===== src/source/vec_dispatch_config.svh =====
`ifndef VEC_DISPATCH_CONFIG_SVH
`define VEC_DISPATCH_CONFIG_SVH

// queue depth, the head is always the highest slot
`define VD_NUM_ENTRIES 4

// elements advanced each time the head rotates
`define VD_LANES 2

// element indices and counts share this width
`define VD_ELM_WIDTH 8

`define VD_INSTR_WIDTH 32

`endif


===== src/source/vec_types_pkg.sv =====
`include "vec_dispatch_config.svh"

package vec_types_pkg;

    // instruction layout, msb first
    //   [31:26] opcode  [25:21] dst reg  [20:16] src reg
    //   [15:8]  write offset  [7:0] length in elements
    typedef logic [`VD_INSTR_WIDTH-1:0] instr_word_t;

    typedef logic [`VD_ELM_WIDTH-1:0] elm_idx_t;   // rdelm and wrelm
    typedef logic [`VD_ELM_WIDTH-1:0] elm_count_t; // elements completed so far

    typedef logic [5:0] opcode_t;
    typedef logic [4:0] vreg_t;

endpackage


===== src/source/vec_ctrl_pkg.sv =====
package vec_ctrl_pkg;

    import vec_types_pkg::*;

    // the only codes decode accepts
    typedef enum opcode_t {
        VADD = 6'h01,
        VSUB = 6'h02,
        VMUL = 6'h03,
        VLD  = 6'h08,
        VST  = 6'h09
    } vec_op_e;

    // busy means the queue may still hold a live entry
    typedef enum logic {
        SEQ_EMPTY = 1'b0,
        SEQ_BUSY  = 1'b1
    } seq_state_e;

endpackage


===== src/source/vec_elm_shifter.sv =====
`timescale 1ns/1ps

module vec_elm_shifter #(
    parameter int num_entries = 4,
    parameter int width       = 32
) (
    input  logic                         clk,
    input  logic                         resetn,
    input  logic                         shift,
    input  logic [num_entries-1:0]       squash,   // indexed by destination slot
    input  logic [width-1:0]             shift_in,
    output logic [num_entries*width-1:0] slots
);

    logic [num_entries*width-1:0] moved;

    always_comb
    begin
        // every slot moves up one, the top slot falls off
        moved = {slots[(num_entries-1)*width-1:0], shift_in};
        for (int i = 0; i < num_entries; i++)
        begin
            if (squash[i])
                moved[i*width +: width] = '0;
        end
    end

    always_ff @(posedge clk)
    begin
        if (!resetn)
            slots <= '0;
        else if (shift)
            slots <= moved;
    end

endmodule


===== src/source/vec_dispatch_counter_field.sv =====
`timescale 1ns/1ps
`include "vec_dispatch_config.svh"

module vec_dispatch_counter_field
    import vec_types_pkg::*;
(
    input  logic                              clk,
    input  logic                              resetn,
    input  logic                              shift,
    input  logic                              rotate,
    input  logic [`VD_NUM_ENTRIES-1:0]        increment,
    input  elm_count_t                        shift_in,
    output elm_count_t [`VD_NUM_ENTRIES-1:0]  slots
);

    elm_count_t [`VD_NUM_ENTRIES-1:0] summed;
    logic [`VD_ELM_WIDTH:0]           wide_sum [`VD_NUM_ENTRIES];
    elm_count_t                       slot0_in;

    //////////////////////////////////////////////////
    // saturating add on the selected slots

    always_comb
    begin
        for (int i = 0; i < `VD_NUM_ENTRIES; i++)
        begin
            wide_sum[i] = {1'b0, slots[i]} + (`VD_ELM_WIDTH+1)'(`VD_LANES);
            if (!increment[i])
                summed[i] = slots[i];
            else if (wide_sum[i][`VD_ELM_WIDTH])
                summed[i] = '1;  // carry out means we clamp at all ones
            else
                summed[i] = wide_sum[i][`VD_ELM_WIDTH-1:0];
        end
    end

    //////////////////////////////////////////////////
    // ring update

    assign slot0_in = rotate ? summed[`VD_NUM_ENTRIES-1] : shift_in;

    always_ff @(posedge clk)
    begin
        if (!resetn)
            slots <= '0;
        else if (shift)
            slots <= {summed[`VD_NUM_ENTRIES-2:0], slot0_in};
    end

endmodule


===== src/source/vec_dispatch_queue.sv =====
`timescale 1ns/1ps
`include "vec_dispatch_config.svh"

module vec_dispatch_queue
    import vec_types_pkg::*;
(
    input  logic                       clk,
    input  logic                       resetn,
    input  logic                       shift,
    input  logic                       rotate,     // only meaningful with shift high
    input  logic [`VD_NUM_ENTRIES-1:0] increment,
    input  instr_word_t                new_instr,
    input  elm_idx_t                   new_wrelm,
    input  logic                       new_valid,
    output instr_word_t                head_instr,
    output logic                       head_first,
    output elm_idx_t                   head_rdelm,
    output elm_idx_t                   head_wrelm,
    output elm_count_t                 head_count,
    output logic                       head_valid,
    output logic                       any_valid
);

    localparam int head_slot = `VD_NUM_ENTRIES - 1;

    logic [`VD_NUM_ENTRIES*`VD_INSTR_WIDTH-1:0] instr_slots;
    logic [`VD_NUM_ENTRIES-1:0]                 first_slots;
    logic [`VD_NUM_ENTRIES-1:0]                 valid_slots;
    elm_idx_t [`VD_NUM_ENTRIES-1:0]             rdelm_slots;
    elm_idx_t [`VD_NUM_ENTRIES-1:0]             wrelm_slots;
    elm_count_t [`VD_NUM_ENTRIES-1:0]           count_slots;
    instr_word_t                                instr_in;
    logic                                       first_in;
    logic                                       valid_in;
    logic [`VD_NUM_ENTRIES-1:0]                 first_squash;

    //////////////////////////////////////////////////
    // plain rings, fed back from the head on rotate

    assign instr_in = rotate ? head_instr : new_instr;
    assign first_in = rotate ? first_slots[head_slot] : new_valid;
    assign valid_in = rotate ? valid_slots[head_slot] : new_valid;

    // the head lands in slot 0 on a rotate and loses its first flag there
    assign first_squash = {increment[head_slot-1:0], increment[head_slot]};

    vec_elm_shifter #(.num_entries(`VD_NUM_ENTRIES), .width(`VD_INSTR_WIDTH)) u_instr (
        .clk      (clk),
        .resetn   (resetn),
        .shift    (shift),
        .squash   ('0),
        .shift_in (instr_in),
        .slots    (instr_slots)
    );

    vec_elm_shifter #(.num_entries(`VD_NUM_ENTRIES), .width(1)) u_first (
        .clk      (clk),
        .resetn   (resetn),
        .shift    (shift),
        .squash   (first_squash),
        .shift_in (first_in),
        .slots    (first_slots)
    );

    vec_elm_shifter #(.num_entries(`VD_NUM_ENTRIES), .width(1)) u_valid (
        .clk      (clk),
        .resetn   (resetn),
        .shift    (shift),
        .squash   ('0),
        .shift_in (valid_in),
        .slots    (valid_slots)
    );

    //////////////////////////////////////////////////
    // counter rings, a new entry starts reading at element 0

    vec_dispatch_counter_field u_rdelm (
        .clk       (clk),
        .resetn    (resetn),
        .shift     (shift),
        .rotate    (rotate),
        .increment (increment),
        .shift_in  ('0),
        .slots     (rdelm_slots)
    );

    vec_dispatch_counter_field u_wrelm (
        .clk       (clk),
        .resetn    (resetn),
        .shift     (shift),
        .rotate    (rotate),
        .increment (increment),
        .shift_in  (new_wrelm),
        .slots     (wrelm_slots)
    );

    vec_dispatch_counter_field u_count (
        .clk       (clk),
        .resetn    (resetn),
        .shift     (shift),
        .rotate    (rotate),
        .increment (increment),
        .shift_in  ('0),
        .slots     (count_slots)
    );

    assign head_instr = instr_slots[head_slot*`VD_INSTR_WIDTH +: `VD_INSTR_WIDTH];
    assign head_first = first_slots[head_slot];
    assign head_valid = valid_slots[head_slot];
    assign head_rdelm = rdelm_slots[head_slot];
    assign head_wrelm = wrelm_slots[head_slot];
    assign head_count = count_slots[head_slot];
    assign any_valid  = |valid_slots;

endmodule


===== src/source/vec_instr_decode.sv =====
`timescale 1ns/1ps

module vec_instr_decode
    import vec_types_pkg::*;
    import vec_ctrl_pkg::*;
(
    input  logic        issue,
    input  instr_word_t issue_instr,
    output logic        entry_ok,
    output logic        illegal,
    output elm_idx_t    new_wrelm
);

    opcode_t    opcode;
    elm_count_t length;
    logic       op_known;

    assign opcode = issue_instr[31:26];
    assign length = issue_instr[7:0];

    always_comb
    begin
        case (opcode)
            VADD, VSUB, VMUL, VLD, VST:
                op_known = 1'b1;
            default:
                op_known = 1'b0;
        endcase
    end

    // a zero length op would never finish a rotate, so it is refused too
    assign entry_ok = op_known && (length != '0);
    assign illegal  = issue && !entry_ok;

    assign new_wrelm = issue_instr[15:8];  // writes start at the offset

endmodule


===== src/source/vec_issue_sequencer.sv =====
`timescale 1ns/1ps
`include "vec_dispatch_config.svh"

module vec_issue_sequencer
    import vec_ctrl_pkg::*;
(
    input  logic                       clk,
    input  logic                       resetn,
    input  logic                       issue,
    input  logic                       entry_ok,
    input  logic                       head_valid,
    input  logic                       finished,
    input  logic                       any_valid,
    output logic                       shift,
    output logic                       rotate,
    output logic [`VD_NUM_ENTRIES-1:0] increment,
    output logic                       new_valid,
    output logic                       stall,
    output logic                       dropped,
    output logic                       exec_valid
);

    seq_state_e state;
    seq_state_e state_next;
    logic       do_rotate;
    logic       do_insert;
    logic       do_bubble;

    //////////////////////////////////////////////////
    // action select

    always_comb
    begin
        do_rotate = 1'b0;
        do_bubble = 1'b0;
        case (state)
            SEQ_EMPTY:
            begin
                // queue is known empty here, only an insert can happen
                do_insert  = issue && entry_ok;
                state_next = do_insert ? SEQ_BUSY : SEQ_EMPTY;
            end
            default:
            begin
                do_rotate = head_valid && !finished;
                do_insert = !do_rotate && issue && entry_ok;
                do_bubble = !do_rotate && !do_insert && any_valid;
                // a bubble may drain the last entry, the next hold catches that
                state_next = (do_rotate || do_insert || do_bubble) ? SEQ_BUSY : SEQ_EMPTY;
            end
        endcase
    end

    always_ff @(posedge clk)
    begin
        if (!resetn)
            state <= SEQ_EMPTY;
        else
            state <= state_next;
    end

    //////////////////////////////////////////////////
    // queue control and status

    assign shift      = do_rotate || do_insert || do_bubble;
    assign rotate     = do_rotate;
    assign new_valid  = do_insert;
    assign increment  = {do_rotate, {(`VD_NUM_ENTRIES-1){1'b0}}};  // head slot only
    assign exec_valid = do_rotate;  // one element op per rotate of a live head

    assign stall   = do_rotate;
    assign dropped = issue && stall;

endmodule


===== src/source/vec_dispatch_result.sv =====
`timescale 1ns/1ps

module vec_dispatch_result
    import vec_types_pkg::*;
(
    input  logic        clk,
    input  logic        resetn,
    input  instr_word_t head_instr,
    input  logic        head_valid,
    input  elm_idx_t    head_wrelm,
    input  elm_count_t  head_count,
    input  logic        shift,
    output logic        finished,
    output logic        retire_valid,
    output instr_word_t retire_instr,
    output elm_idx_t    retire_wrelm,
    output elm_count_t  retire_count
);

    elm_count_t head_length;
    logic       retire_now;

    assign head_length = head_instr[7:0];
    assign finished    = head_count >= head_length;

    // a rotate never happens on a finished head, so any shift here drops it
    assign retire_now = shift && head_valid && finished;

    always_ff @(posedge clk)
    begin
        if (!resetn)
            retire_valid <= 1'b0;
        else
            retire_valid <= retire_now;
    end

    always_ff @(posedge clk)
    begin
        if (retire_now)
        begin
            retire_instr <= head_instr;
            retire_wrelm <= head_wrelm;
            retire_count <= head_count;
        end
    end

endmodule


===== src/source/vec_dispatch_top.sv =====
`timescale 1ns/1ps
`include "vec_dispatch_config.svh"

module vec_dispatch_top
    import vec_types_pkg::*;
(
    input  logic        clk,
    input  logic        resetn,
    input  logic        issue,
    input  instr_word_t issue_instr,
    output logic        stall,
    output logic        illegal,
    output logic        dropped,
    output logic        exec_valid,
    output instr_word_t exec_instr,
    output logic        exec_first,
    output elm_idx_t    exec_rdelm,
    output elm_idx_t    exec_wrelm,
    output logic        retire_valid,
    output instr_word_t retire_instr,
    output elm_idx_t    retire_wrelm,
    output elm_count_t  retire_count
);

    logic                       entry_ok;
    elm_idx_t                   new_wrelm;
    logic                       shift;
    logic                       rotate;
    logic [`VD_NUM_ENTRIES-1:0] increment;
    logic                       new_valid;
    logic                       head_valid;
    logic                       any_valid;
    logic                       finished;
    elm_count_t                 head_count;

    vec_instr_decode u_decode (
        .issue       (issue),
        .issue_instr (issue_instr),
        .entry_ok    (entry_ok),
        .illegal     (illegal),
        .new_wrelm   (new_wrelm)
    );

    // the exec fields are the head slot itself, qualified by exec_valid
    vec_dispatch_queue u_queue (
        .clk        (clk),
        .resetn     (resetn),
        .shift      (shift),
        .rotate     (rotate),
        .increment  (increment),
        .new_instr  (issue_instr),
        .new_wrelm  (new_wrelm),
        .new_valid  (new_valid),
        .head_instr (exec_instr),
        .head_first (exec_first),
        .head_rdelm (exec_rdelm),
        .head_wrelm (exec_wrelm),
        .head_count (head_count),
        .head_valid (head_valid),
        .any_valid  (any_valid)
    );

    vec_issue_sequencer u_seq (
        .clk        (clk),
        .resetn     (resetn),
        .issue      (issue),
        .entry_ok   (entry_ok),
        .head_valid (head_valid),
        .finished   (finished),
        .any_valid  (any_valid),
        .shift      (shift),
        .rotate     (rotate),
        .increment  (increment),
        .new_valid  (new_valid),
        .stall      (stall),
        .dropped    (dropped),
        .exec_valid (exec_valid)
    );

    vec_dispatch_result u_result (
        .clk          (clk),
        .resetn       (resetn),
        .head_instr   (exec_instr),
        .head_valid   (head_valid),
        .head_wrelm   (exec_wrelm),
        .head_count   (head_count),
        .shift        (shift),
        .finished     (finished),
        .retire_valid (retire_valid),
        .retire_instr (retire_instr),
        .retire_wrelm (retire_wrelm),
        .retire_count (retire_count)
    );

endmodule


===== config.mk =====
export PLATFORM = sky130hd
export DESIGN_NAME = vec_dispatch_top
export DESIGN_NICKNAME = d
export VERILOG_FILES = /design/src/source/vec_types_pkg.sv /design/src/source/vec_ctrl_pkg.sv /design/src/source/vec_elm_shifter.sv /design/src/source/vec_dispatch_counter_field.sv /design/src/source/vec_dispatch_queue.sv /design/src/source/vec_instr_decode.sv /design/src/source/vec_issue_sequencer.sv /design/src/source/vec_dispatch_result.sv /design/src/source/vec_dispatch_top.sv
export VERILOG_INCLUDE_DIRS = /design/src /design/src/source
export SDC_FILE = /design/constraint.sdc
export NUM_CORES = 1
export LEC_CHECK = 0
export BUFFER_PORTS_ARGS = -buffer_cell sky130_fd_sc_hd__clkbuf_2
export CAP_MARGIN = 5
export CELL_PAD_IN_SITES_DETAIL_PLACEMENT = 1
export CELL_PAD_IN_SITES_GLOBAL_PLACEMENT = 1
export CORE_MARGIN = 3
export CORE_UTILIZATION = 39
export DETAILED_ROUTE_END_ITERATION = 8
export MAX_ROUTING_LAYER = met4
export PLACE_DENSITY_LB_ADDON = 0.05
export SETUP_SLACK_MARGIN = 0.2
export SLEW_MARGIN = 15
export SYNTH_ARGS = -nofsm -noshare
export SYNTH_HDL_FRONTEND = slang
export SYNTH_SLANG_ARGS = --single-unit

===== constraint.sdc =====
create_clock -name clk -period 3.75 [get_ports clk]
set_clock_uncertainty 0.1 [all_clocks]
set_input_delay 0.375 -clock clk [delete_from_list [all_inputs] [get_ports clk]]
set_output_delay 0.375 -clock clk [all_outputs]
set_load 0.01 [all_outputs]

* Word level (Yosys, flattened, before mapping) *
Cells that the tools add are included.

storage, ports and cells
  flip-flop bits (word level) = 282
  input port bits = 35
  output and inout bits = 102
  logic and storage cells = 67

operators by class
  add/subtract/negate cells = 3
  magnitude comparators = 1
  equal/unequal tests = 5
  muxes and demuxes = 16
  reduce and logical (&&, ||, !) cells = 22

operator list
  kind                                                                    count
  8-bit 2-to-1 mux                                                        6
  32-bit 2-to-1 mux                                                       1
  8-bit by 2-bit adder with 9-bit output (second input constant)          3
  6-bit by 2-bit equality test with 1-bit output (second input constant)  2
  6-bit by 4-bit equality test with 1-bit output (second input constant)  2
  1-bit logical AND                                                       11
  1-bit 2-to-1 mux                                                        9
  8-bit greater-or-equal comparator                                       1
  8-bit nonzero test                                                      1
  6-bit by 1-bit equality test with 1-bit output (second input constant)  1
  5-bit OR reduction                                                      1
  1-bit logical NOT                                                       4
  1-bit logical OR                                                        4
  4-bit OR reduction                                                      1

* Longest topological paths before layout *
Gate-level depths: netlist of run 1.

  depth after elaboration = 13
  gate-level depth with buffers = 9
  depth with buffers taken out = 8

* Modules after synthesis *
Synthesis of run 1 repeated with hierarchy kept, for this count alone.

second synthesis, totals
  cell total of the unflattened synthesis = 1291
  area, all modules = 13203.9 sq um

by module, submodules not included
  module                                 instances  cells an instance  area an instance (sq um)
  vec_dispatch_counter_field             3          210                1735.4
  vec_elm_shifter (u_queue.u_instr)      1          478                5173.7
  vec_dispatch_result                    1          78                 1685.4
  vec_dispatch_queue                     1          40                 578.1
  vec_elm_shifter (u_queue.u_first ...)  2          17                 165.2
  vec_issue_sequencer                    1          16                 121.4
  vec_instr_decode                       1          15                 108.9

* Least setup slack after synthesis of run 1 *
No wires, ideal clock.

  path kind = register -> register
  from = register u_queue.u_instr.slots[99]
  to = register u_result.retire_count[0] (enable)
  library setup time = 0.454 ns
  data arrival time = 3.414 ns
  required time = 3.196 ns
  slack = -0.217 ns
  stages on the path, launching flop included = 8
  buffers on the path = 0
  clock period less this slack = 3.967 ns
  cells stage by stage = dfxtp_1 inv_1 ha_1 o21ai_0 a211o_1 nor2_1 o21ai_0 nor2_1

between the ends
  word-level cells in the longest chain between the ends = 13

RTL lines
  element                              line                                                  RTL
  start: declaration                   vec_elm_shifter.sv:12                                 output logic [num_entries*width-1:0] slots
  start signal: assignment             vec_elm_shifter.sv:33                                 slots <= moved;
  8-bit greater-or-equal comparator *  vec_dispatch_result.sv:24                             assign finished = head_count >= head_length;
  1-bit logical NOT                    vec_issue_sequencer.sv:45                             do_rotate = head_valid && !finished;
  1-bit logical AND                    vec_issue_sequencer.sv:45
  1-bit logical NOT                    vec_issue_sequencer.sv:46, vec_issue_sequencer.sv:47
  1-bit logical AND (2 in a row)       vec_issue_sequencer.sv:46                             do_insert = !do_rotate && issue && entry_ok;
  1-bit logical NOT                    vec_issue_sequencer.sv:47                             do_bubble = !do_rotate && !do_insert && any_valid;
  1-bit logical AND (2 in a row)       vec_issue_sequencer.sv:47
  1-bit 2-to-1 mux                     vec_issue_sequencer.sv:36                             case (state)
  1-bit logical OR                     vec_issue_sequencer.sv:65                             assign shift = do_rotate || do_insert || do_bubble;
  1-bit logical AND                    vec_dispatch_result.sv:27                             assign retire_now = shift && head_valid && finished;
  1-bit logical AND *                  vec_dispatch_result.sv:27
  named net u_result.retire_now        vec_dispatch_result.sv:21                             logic retire_now;
  end signal: assignment               vec_dispatch_result.sv:43                             retire_count <= head_count;
  end: declaration                     vec_dispatch_result.sv:17                             output elm_count_t retire_count

The timed path passes the listed nets; every way through them passes the cells marked *.
A chain may end at the register's enable or synchronous reset.

* Worst setup path after layout of run 1 *
  from = register u_queue.u_instr.slots[96]
  to = output dropped

between the ends
  word-level cells in the longest chain between the ends = 5

RTL lines
  element                            line                       RTL
  8-bit greater-or-equal comparator  vec_dispatch_result.sv:24
  1-bit logical NOT                  vec_issue_sequencer.sv:45
  1-bit logical AND                  vec_issue_sequencer.sv:45
  1-bit 2-to-1 mux                   vec_issue_sequencer.sv:36
  1-bit logical AND                  vec_issue_sequencer.sv:72  assign dropped = issue && stall;
  end: declaration                   vec_dispatch_top.sv:13     output logic dropped,

No other way between the ends.

==> impl_results.md, run 1 <==
- GRT Total Usage: 18.8%
- Commonest non-fill, non-tap cell in the layout: nand2_1
- Worst Path Arrival: 2700 ps
- Worst slew margin: 51.1%
- GP Congestion: 0.749
- Final layout net count: 1,351
- Maxcap violations: 0
- Top_reg_cell synth: dfxtp_1
- Routed wire per std cell: 16.4 µm
- Clk_lat worst skew: 540 ps
- Ys async rst share: 0%
- Peak fanout along the critical path: 20
- Synth cell types: 44
- Count of final max-slew check failures: 0
- Commonest cells after routing, fill and taps aside: 437 x nand2_1, 234 x dfxtp_1, 196 x a21oi_1
- Routed via count: 8,506
- Synth warn: 0
- Initial Util: 39.9%
- Startpoint types: flip-flop
- Worst hold slack: 18.3 ps
- Leak: 4.57 nW
- Core box area: 27,000 µm²
- Min-delay src: issue_instr[4]
- Sum Neg Setup Slack: 0 ps
- Ant diodes: 0
- 1st-iter DRT viols: 522
- Syn_nets: 1,286
- Vert. Die Dim: 172 µm
- Post-layout min period: 3170 ps
- Worst EP required: 3270 ps
- Sequential area share after synthesis: 56.9%
- Main combinational cell family by area after synthesis: simple AND/OR/NAND/NOR gates
- Tightest Pin Transition: 733 ps
- Max Clock Freq: 315 MHz
- CTS tree: yes
- Reg clk slew, reported paths: 60 ps
- H-tree depth: 1
- Post-CTS setup buffer count: 0
- Adder-Cell Fraction of Synth Area: 1.28%
- Syn_area_per_cell: 8.69 µm²
- Io pins: 137
- Antenna violation net count after detailed routing: 0
- Share of layout cells above drive strength 1: 15.3%
- Initial antenna violation count: 0
- Vias in the first global route: 8,228
- Routed WL: 27,400 µm
- Die footprint: 29,700 µm²
- # fillers: 3,200
- Clock sink count: 282
- Crit end category: primary output
- Clock buffers created by TritonCTS: 30
- VDD IR max: 0.277 mV
- Min-Delay Path Class: in2reg
- Fin crit share: 84.6%
- Clock Path Buffers: 3
- Hold Vio Cnt, Final: 0
- Largest net degree at the start of global routing: 108
- Mapped Cells: 1,240
- Post-synthesis mux area share: 0.302%
- Outcome: finished, final reports clean
- PwrDens: 497 nW/µm²
- Port bufs: 136
- Register bit total from synthesis: 282
- Mapped Area: 10,800 µm²
- First-pass GRT wire length: 43,800 µm
- Drt pass-1 iters: 4
- Post-synthesis compound-gate area fraction: 15.7%
- Grt ovf: 0
- Crit path kind: reg2out
- Synth Area in Simple Gates: 17.8%
- Final setup viols: 0
- Final Util: 46.2%
- DRC violations left: 0
- Hpwl dp: 16,700 µm
- RSZ-0062 raised after global routing: no
- Area growth, synth to finish: 16.0%
- Synth Area in XOR/XNOR: 0.406%
- Root Driver: clkbuf_16
- Reg2reg setup slack: 790 ps
- Vias/cell: 5.10
- Crit path launch: u_queue.u_instr.slots[96]$_SDFFE_PN0P_
- EDFF count, synth: 48
- Final Total Pwr: 0.00621 W
- Die W: 172 µm
- Reg2Reg Launch Point: u_queue.u_instr.slots[101]$_SDFFE_PN0P_
- Pre-CTS setup slack: 626 ps
- Row cnt: 60
- Setup slack after layout: 576 ps
cell type report:
cell class	instances	area (µm²)	area share, %
inverters	13	53.8	0.430
repair buffers	165	1060	8.51
flip-flops and latches	282	6130	49.0
well taps	341	427	3.41
multi-input cells	813	3840	30.7
clock inverters	6	77.6	0.621
clock buffers	48	910	7.28
logic make-up after synthesis:
kind of cell               after synthesis
and+or+nand+nor                        488
DFF                                    282
AOI/OAI and AO/OA                      306
xor gates and xnor gates                 5
buffers and inverters                  145
muxes                                    3
adders and majority gates               11
what timing repair did:
action | CTS | global route
hold buffers | 16 | 0
endpoints found under the hold margin | 16 | 0
resized for setup | 0 | 0
report_power, final:
| part | switching (W) | leakage (nW) | internal (W) |
|---|---|---|---|
| Sequential | 0.00000709 | 2.43 | 0.00308 |
| Combinational | 0.000114 | 1.66 | 0.0000503 |
| Clock | 0.00117 | 0.483 | 0.00178 |
| Total | 0.00129 | 4.57 | 0.00491 |
final timing paths:
path	endpoint	depth (start not counted)
worst min register to register	u_queue.u_wrelm.slots[18]$_SDFFE_PN0P_	2
worst max-delay path	dropped	7
worst min-delay path	u_queue.u_instr.slots[4]$_SDFFE_PN0P_	3
worst max register to register	u_result.retire_count[5]$_DFFE_PP_	8
through the flow:
stage	cells	instance area, µm²
after detailed placement	1598	11400
after global placement	1598	11400
after global routing	1668	12500
after CTS	1668	12500
final	1668	12500
after floorplan	1240	10800
worst max-delay path: stages (launching register included):
cell       delay, ps
dfxtp_1          480
ha_1             280
nand2b_4         150
a2111oi_4        450
o211ai_4         130
inv_2            350
and2_1           190
clkbuf_2         120
layer usage:
metal,wire (µm),track usage [%],vias to the layer above,part of all wire [%]
met2,13100,31.4,119,48
met1,12800,24.4,4122,47
met3,889,2.40,38,3.2
li1,-,-,4227,-
met5,0,-,-,0
met4,618,4.58,0,2.3
flip-flops by register name, indices dropped and copies added (netlist names):
| signal | count |
|---|---|
| u_result.retire_wrelm | 8 |
| u_result.retire_instr | 32 |
| u_queue.u_first.slots | 4 |
| u_result.retire_valid | 1 |
| u_queue.u_wrelm.slots | 32 |
| u_queue.u_rdelm.slots | 32 |
| u_queue.u_instr.slots | 128 |
| u_queue.u_count.slots | 32 |
| u_seq.state | 1 |
| u_queue.u_valid.slots | 4 |
| u_result.retire_count | 8 |
synth_stat cells, drive strengths merged (4+ instances only):
library cell  instances  area, µm²
inv                  13       48.8
o221ai                4       35.0
nor3                  6       30.0
nor2                 15       56.3
a21oi               196        981
edfxtp               48       1440
nand3                 9       45.0
ha                   11        138
a22oi                 4       30.0
nand2               437       1640
dfxtp               234       4680
buf                  98        656
nand4                 5       31.3
a31oi                41        272
clkbuf               34        128
o21ai                51        255
(Power assumes the default switching activity.)
==> run 2: changes to the inputs <==
ABC_AREA = 1   (was default)
CORE_UTILIZATION = 43   (was 39)
clock period = 3.2 ns   (was 3.75 ns; I/O delays follow)
==> run 2 against run 1 <==
  * Combinational power rose to 2.8 times the previous value
  * Cell area is 4.5% higher
  * Routed wire length increased by 6.3%
  * Sequential power up 22%
  * Clock power up 20%
  * Core utilization up 4.7 points
  * Via count is 10% higher
  * Global-route usage up 1.8 points
  * Area after synthesis is 5.9% higher
==> impl_results.md, run 2 <==
- Sw frac: 23.2%
- Min-Delay Path Class: in2reg
- Max stage delay cell, worst path: dfxtp_1
- Clock buffers created by TritonCTS: 31
- Sequential power share: 48.4%
- Largest net degree at the start of global routing: 194
- Reg with most FFs: u_queue.u_instr.slots
- Mapped Cells: 1,440
- Final layout net count: 1,547
- Initial antenna violation count: 2
- GP Congestion: 0.767
- Clock Path Buffers: 3
- Reg2Reg Launch Point: u_queue.u_instr.slots[102]$_SDFFE_PN0P_
- Min-delay src: issue_instr[7]
- Maxcap violations: 0
- Commonest non-fill, non-tap cell in the layout: nor2_1
- Commonest cells after routing, fill and taps aside: 371 x nor2_1, 234 x dfxtp_1, 185 x o21ai_0
- Synth cell types: 27
- Leak: 6.61 nW
- Reg2Reg Depth: 10
- Sum Neg Setup Slack: 0 ps
- Syn_area_per_cell: 7.93 µm²
- Antenna violation net count after detailed routing: 0
- VDD IR max: 0.382 mV
- Die footprint: 28,500 µm²
- Sw Pwr: 0.00180 W
- Synth top cells by count: 372 x nor2_1, 234 x dfxtp_1, 185 x o21ai_0
- Post-synthesis compound-gate area fraction: 11.1%
- EDFF count, synth: 48
- Port bufs: 136
- Tightest Pin Transition: 1050 ps
- Combinational Power Share: 6.0%
- Hpwl dp: 17,000 µm
- Final Total Pwr: 0.00776 W
- Worst hold slack: 25.3 ps
- P_int: 0.00596 W
- Worst slew margin: 29.8%
- Root Driver: clkbuf_16
- Worst EP required: 2780 ps
- Most used cell, CP: nand2_1
- CP max stage delay: 460 ps
- 1st-iter DRT viols: 586
- Crit path kind: reg2out
- Post-layout min period: 2870 ps
- Peak fanout along the critical path: 14
- Cell Area, Placed: 11,800 µm²
- Clk_lat worst skew: 550 ps
- CTS tree: yes
- Crit end category: primary output
- Worst Path Arrival: 2450 ps
- Row cnt: 58
- Vias/cell: 5.04
- Largest register FFs: 128
- First-pass GRT wire length: 48,000 µm
- Largest area contributor in the netlist: dfxtp_1
- WHS Endpoint: u_queue.u_instr.slots[7]$_SDFFE_PN0P_
- Reg clk slew, reported paths: 60 ps
- Routed wire per std cell: 15.7 µm
- Count of final max-slew check failures: 0
- Grt ovf: 0
- Register bit total from synthesis: 282
- RSZ-0062 raised after global routing: no
- H-tree depth: 1
- Fin crit share: 89.5%
- PwrDens: 594 nW/µm²
- Syn_nets: 1,486
- Adder-Cell Fraction of Synth Area: 1.21%
- Synth Area in XOR/XNOR: 0%
- Routed WL: 29,200 µm
- Outcome: finished, final reports clean
- Final instance area: 13,100 µm²
- Io pins: 137
- Share of layout cells above drive strength 1: 13.5%
- Clock sink count: 282
- Max Clock Freq: 349 MHz
- Top post-synthesis cells by area: dfxtp_1 41%, edfxtp_1 13%, nor2_1 12%, o21ai_0 8.1%, nand2_1 5.3%
- Startpoint types: flip-flop
- Drt pass-1 iters: 4
- Synth warn: 0
- Die W: 169 µm
- RR Endpoint: u_result.retire_instr[27]$_DFFE_PP_
- Core box area: 25,600 µm²
- Routed via count: 9,353
- Mapped Area: 11,400 µm²
- Post-synthesis mux area share: 0%
- Final setup viols: 0
- Synth Area in Simple Gates: 22.6%
- Main combinational cell family by area after synthesis: simple AND/OR/NAND/NOR gates
- Hold path cells: 5
- Crit path cell chain: inv_1 -> ha_1 -> a21oi_1 -> nand2_1 -> nand2_1 -> nand4_2 -> buf_4 -> nor2_1 -> clkbuf_2
- Area growth, synth to finish: 14.4%
- Vert. Die Dim: 169 µm
- Top cell type's share of synthesized area: 41.0%
- Top_reg_cell synth: dfxtp_1
- Initial Util: 44.5%
- Sequential area share after synthesis: 53.7%
- DRC violations left: 0
- Reg2reg setup slack: 590 ps
- Hold Vio Cnt, Final: 0
- Ys async rst share: 0%
- GRT Total Usage: 20.6%
- Cell with the most instances after synthesis: nor2_1
- Vias in the first global route: 9,324
- Clock power frac: 45.5%
run 2: cell types whose count changed in the layout (fill, tap and decap cells not counted), sizes merged, moves of 4 or more:
cell,change
a31oi,-38
a21oi,-174
nand3,+44
nand2,-275
o221ai,-4
nand4,+37
a22oi,-4
nor3,-4
o21ai,+174
inv,+109
nor2,+358
run 2: how the worst max path moves through the flow:
stage | startpoint | endpoint | slack [ps]
5_1_grt | u_queue.u_instr.slots[99]$_SDFFE_PN0P_ | dropped | 200
4_1_cts | u_queue.u_instr.slots[99]$_SDFFE_PN0P_ | dropped | 310
3_3_place_gp | u_queue.u_instr.slots[101]$_SDFFE_PN0P_ | stall | 770
6_report | u_queue.u_instr.slots[99]$_SDFFE_PN0P_ | dropped | 330
2_1_floorplan | u_queue.u_instr.slots[103]$_SDFFE_PN0P_ | u_result.retire_count[0]$_DFFE_PP_ | 600
3_5_place_dp | issue_instr[30] | u_result.retire_instr[28]$_DFFE_PP_ | 700
run 2: cells by family (layout without fill, tap and decap cells):
logic type / count (synthesis) / in the layout
buffers and inverters: 261 / 346
other: 0 / 2
and+or+nand+nor: 635 / 635
DFF: 282 / 282
AOI/OAI and AO/OA: 251 / 251
adders and majority gates: 11 / 11
run 2: repair_timing:
action / CTS / global route
hold buffers: 19 / 0
hold endpoints to repair: 19 / 0
setup buffers: 1 / 0
gates resized for setup: 1 / 0
setup endpoints to repair: 3 / 0
run 2: worst max-delay path: cells and delay by family (launching register included):
family | cells | cell delay (ps)
and+or+nand+nor | 4 | 420
buffers and inverters | 3 | 510
DFF | 1 | 460
adders and majority gates | 1 | 320
AOI/OAI and AO/OA | 1 | 200
run 2: layer usage:
| layer | vias to the layer above | wire length, µm | GRT usage, % |
|---|---|---|---|
| met2 | 138 | 13600 | 34.2 |
| li1 | 4703 | - | - |
| met1 | 4473 | 13900 | 26.8 |
| met4 | 0 | 573 | 4.98 |
| met3 | 39 | 1060 | 2.87 |
| met5 | - | 0 | - |
run 2: power groups by stage:
stage / Clock [W] / Combinational (W) / Sequential, W
floorplan: 0 / 0.000330 / 0.00381
global placement: 0 / 0.000435 / 0.00383
detailed placement: 0 / 0.000445 / 0.00384
CTS: 0.00363 / 0.000471 / 0.00376
global route: 0.00379 / 0.000529 / 0.00377
finish: 0.00353 / 0.000466 / 0.00376
run 2: final cells by class:
class | instances | area (µm²)
Antenna cell | 2 | 5.00
Clock buffer | 50 | 957
Clock inverter | 7 | 70.1
Fill cell | 3146 | 12600
Inverter | 121 | 462
Multi-Input combinational cell | 897 | 4000
Sequential cell | 282 | 6130
Tap cell | 330 | 413
Timing Repair Buffer | 168 | 1020
run 2: stage by stage:
stage          worst slack [ps]  util (%)  std cells
2_1_floorplan               599         -       1440
3_3_place_gp                767      46.2       1778
3_5_place_dp                700      46.2       1778
4_1_cts                     310      51.0       1855
5_1_grt                     202      51.0       1857
6_report                    335      51.0       1857
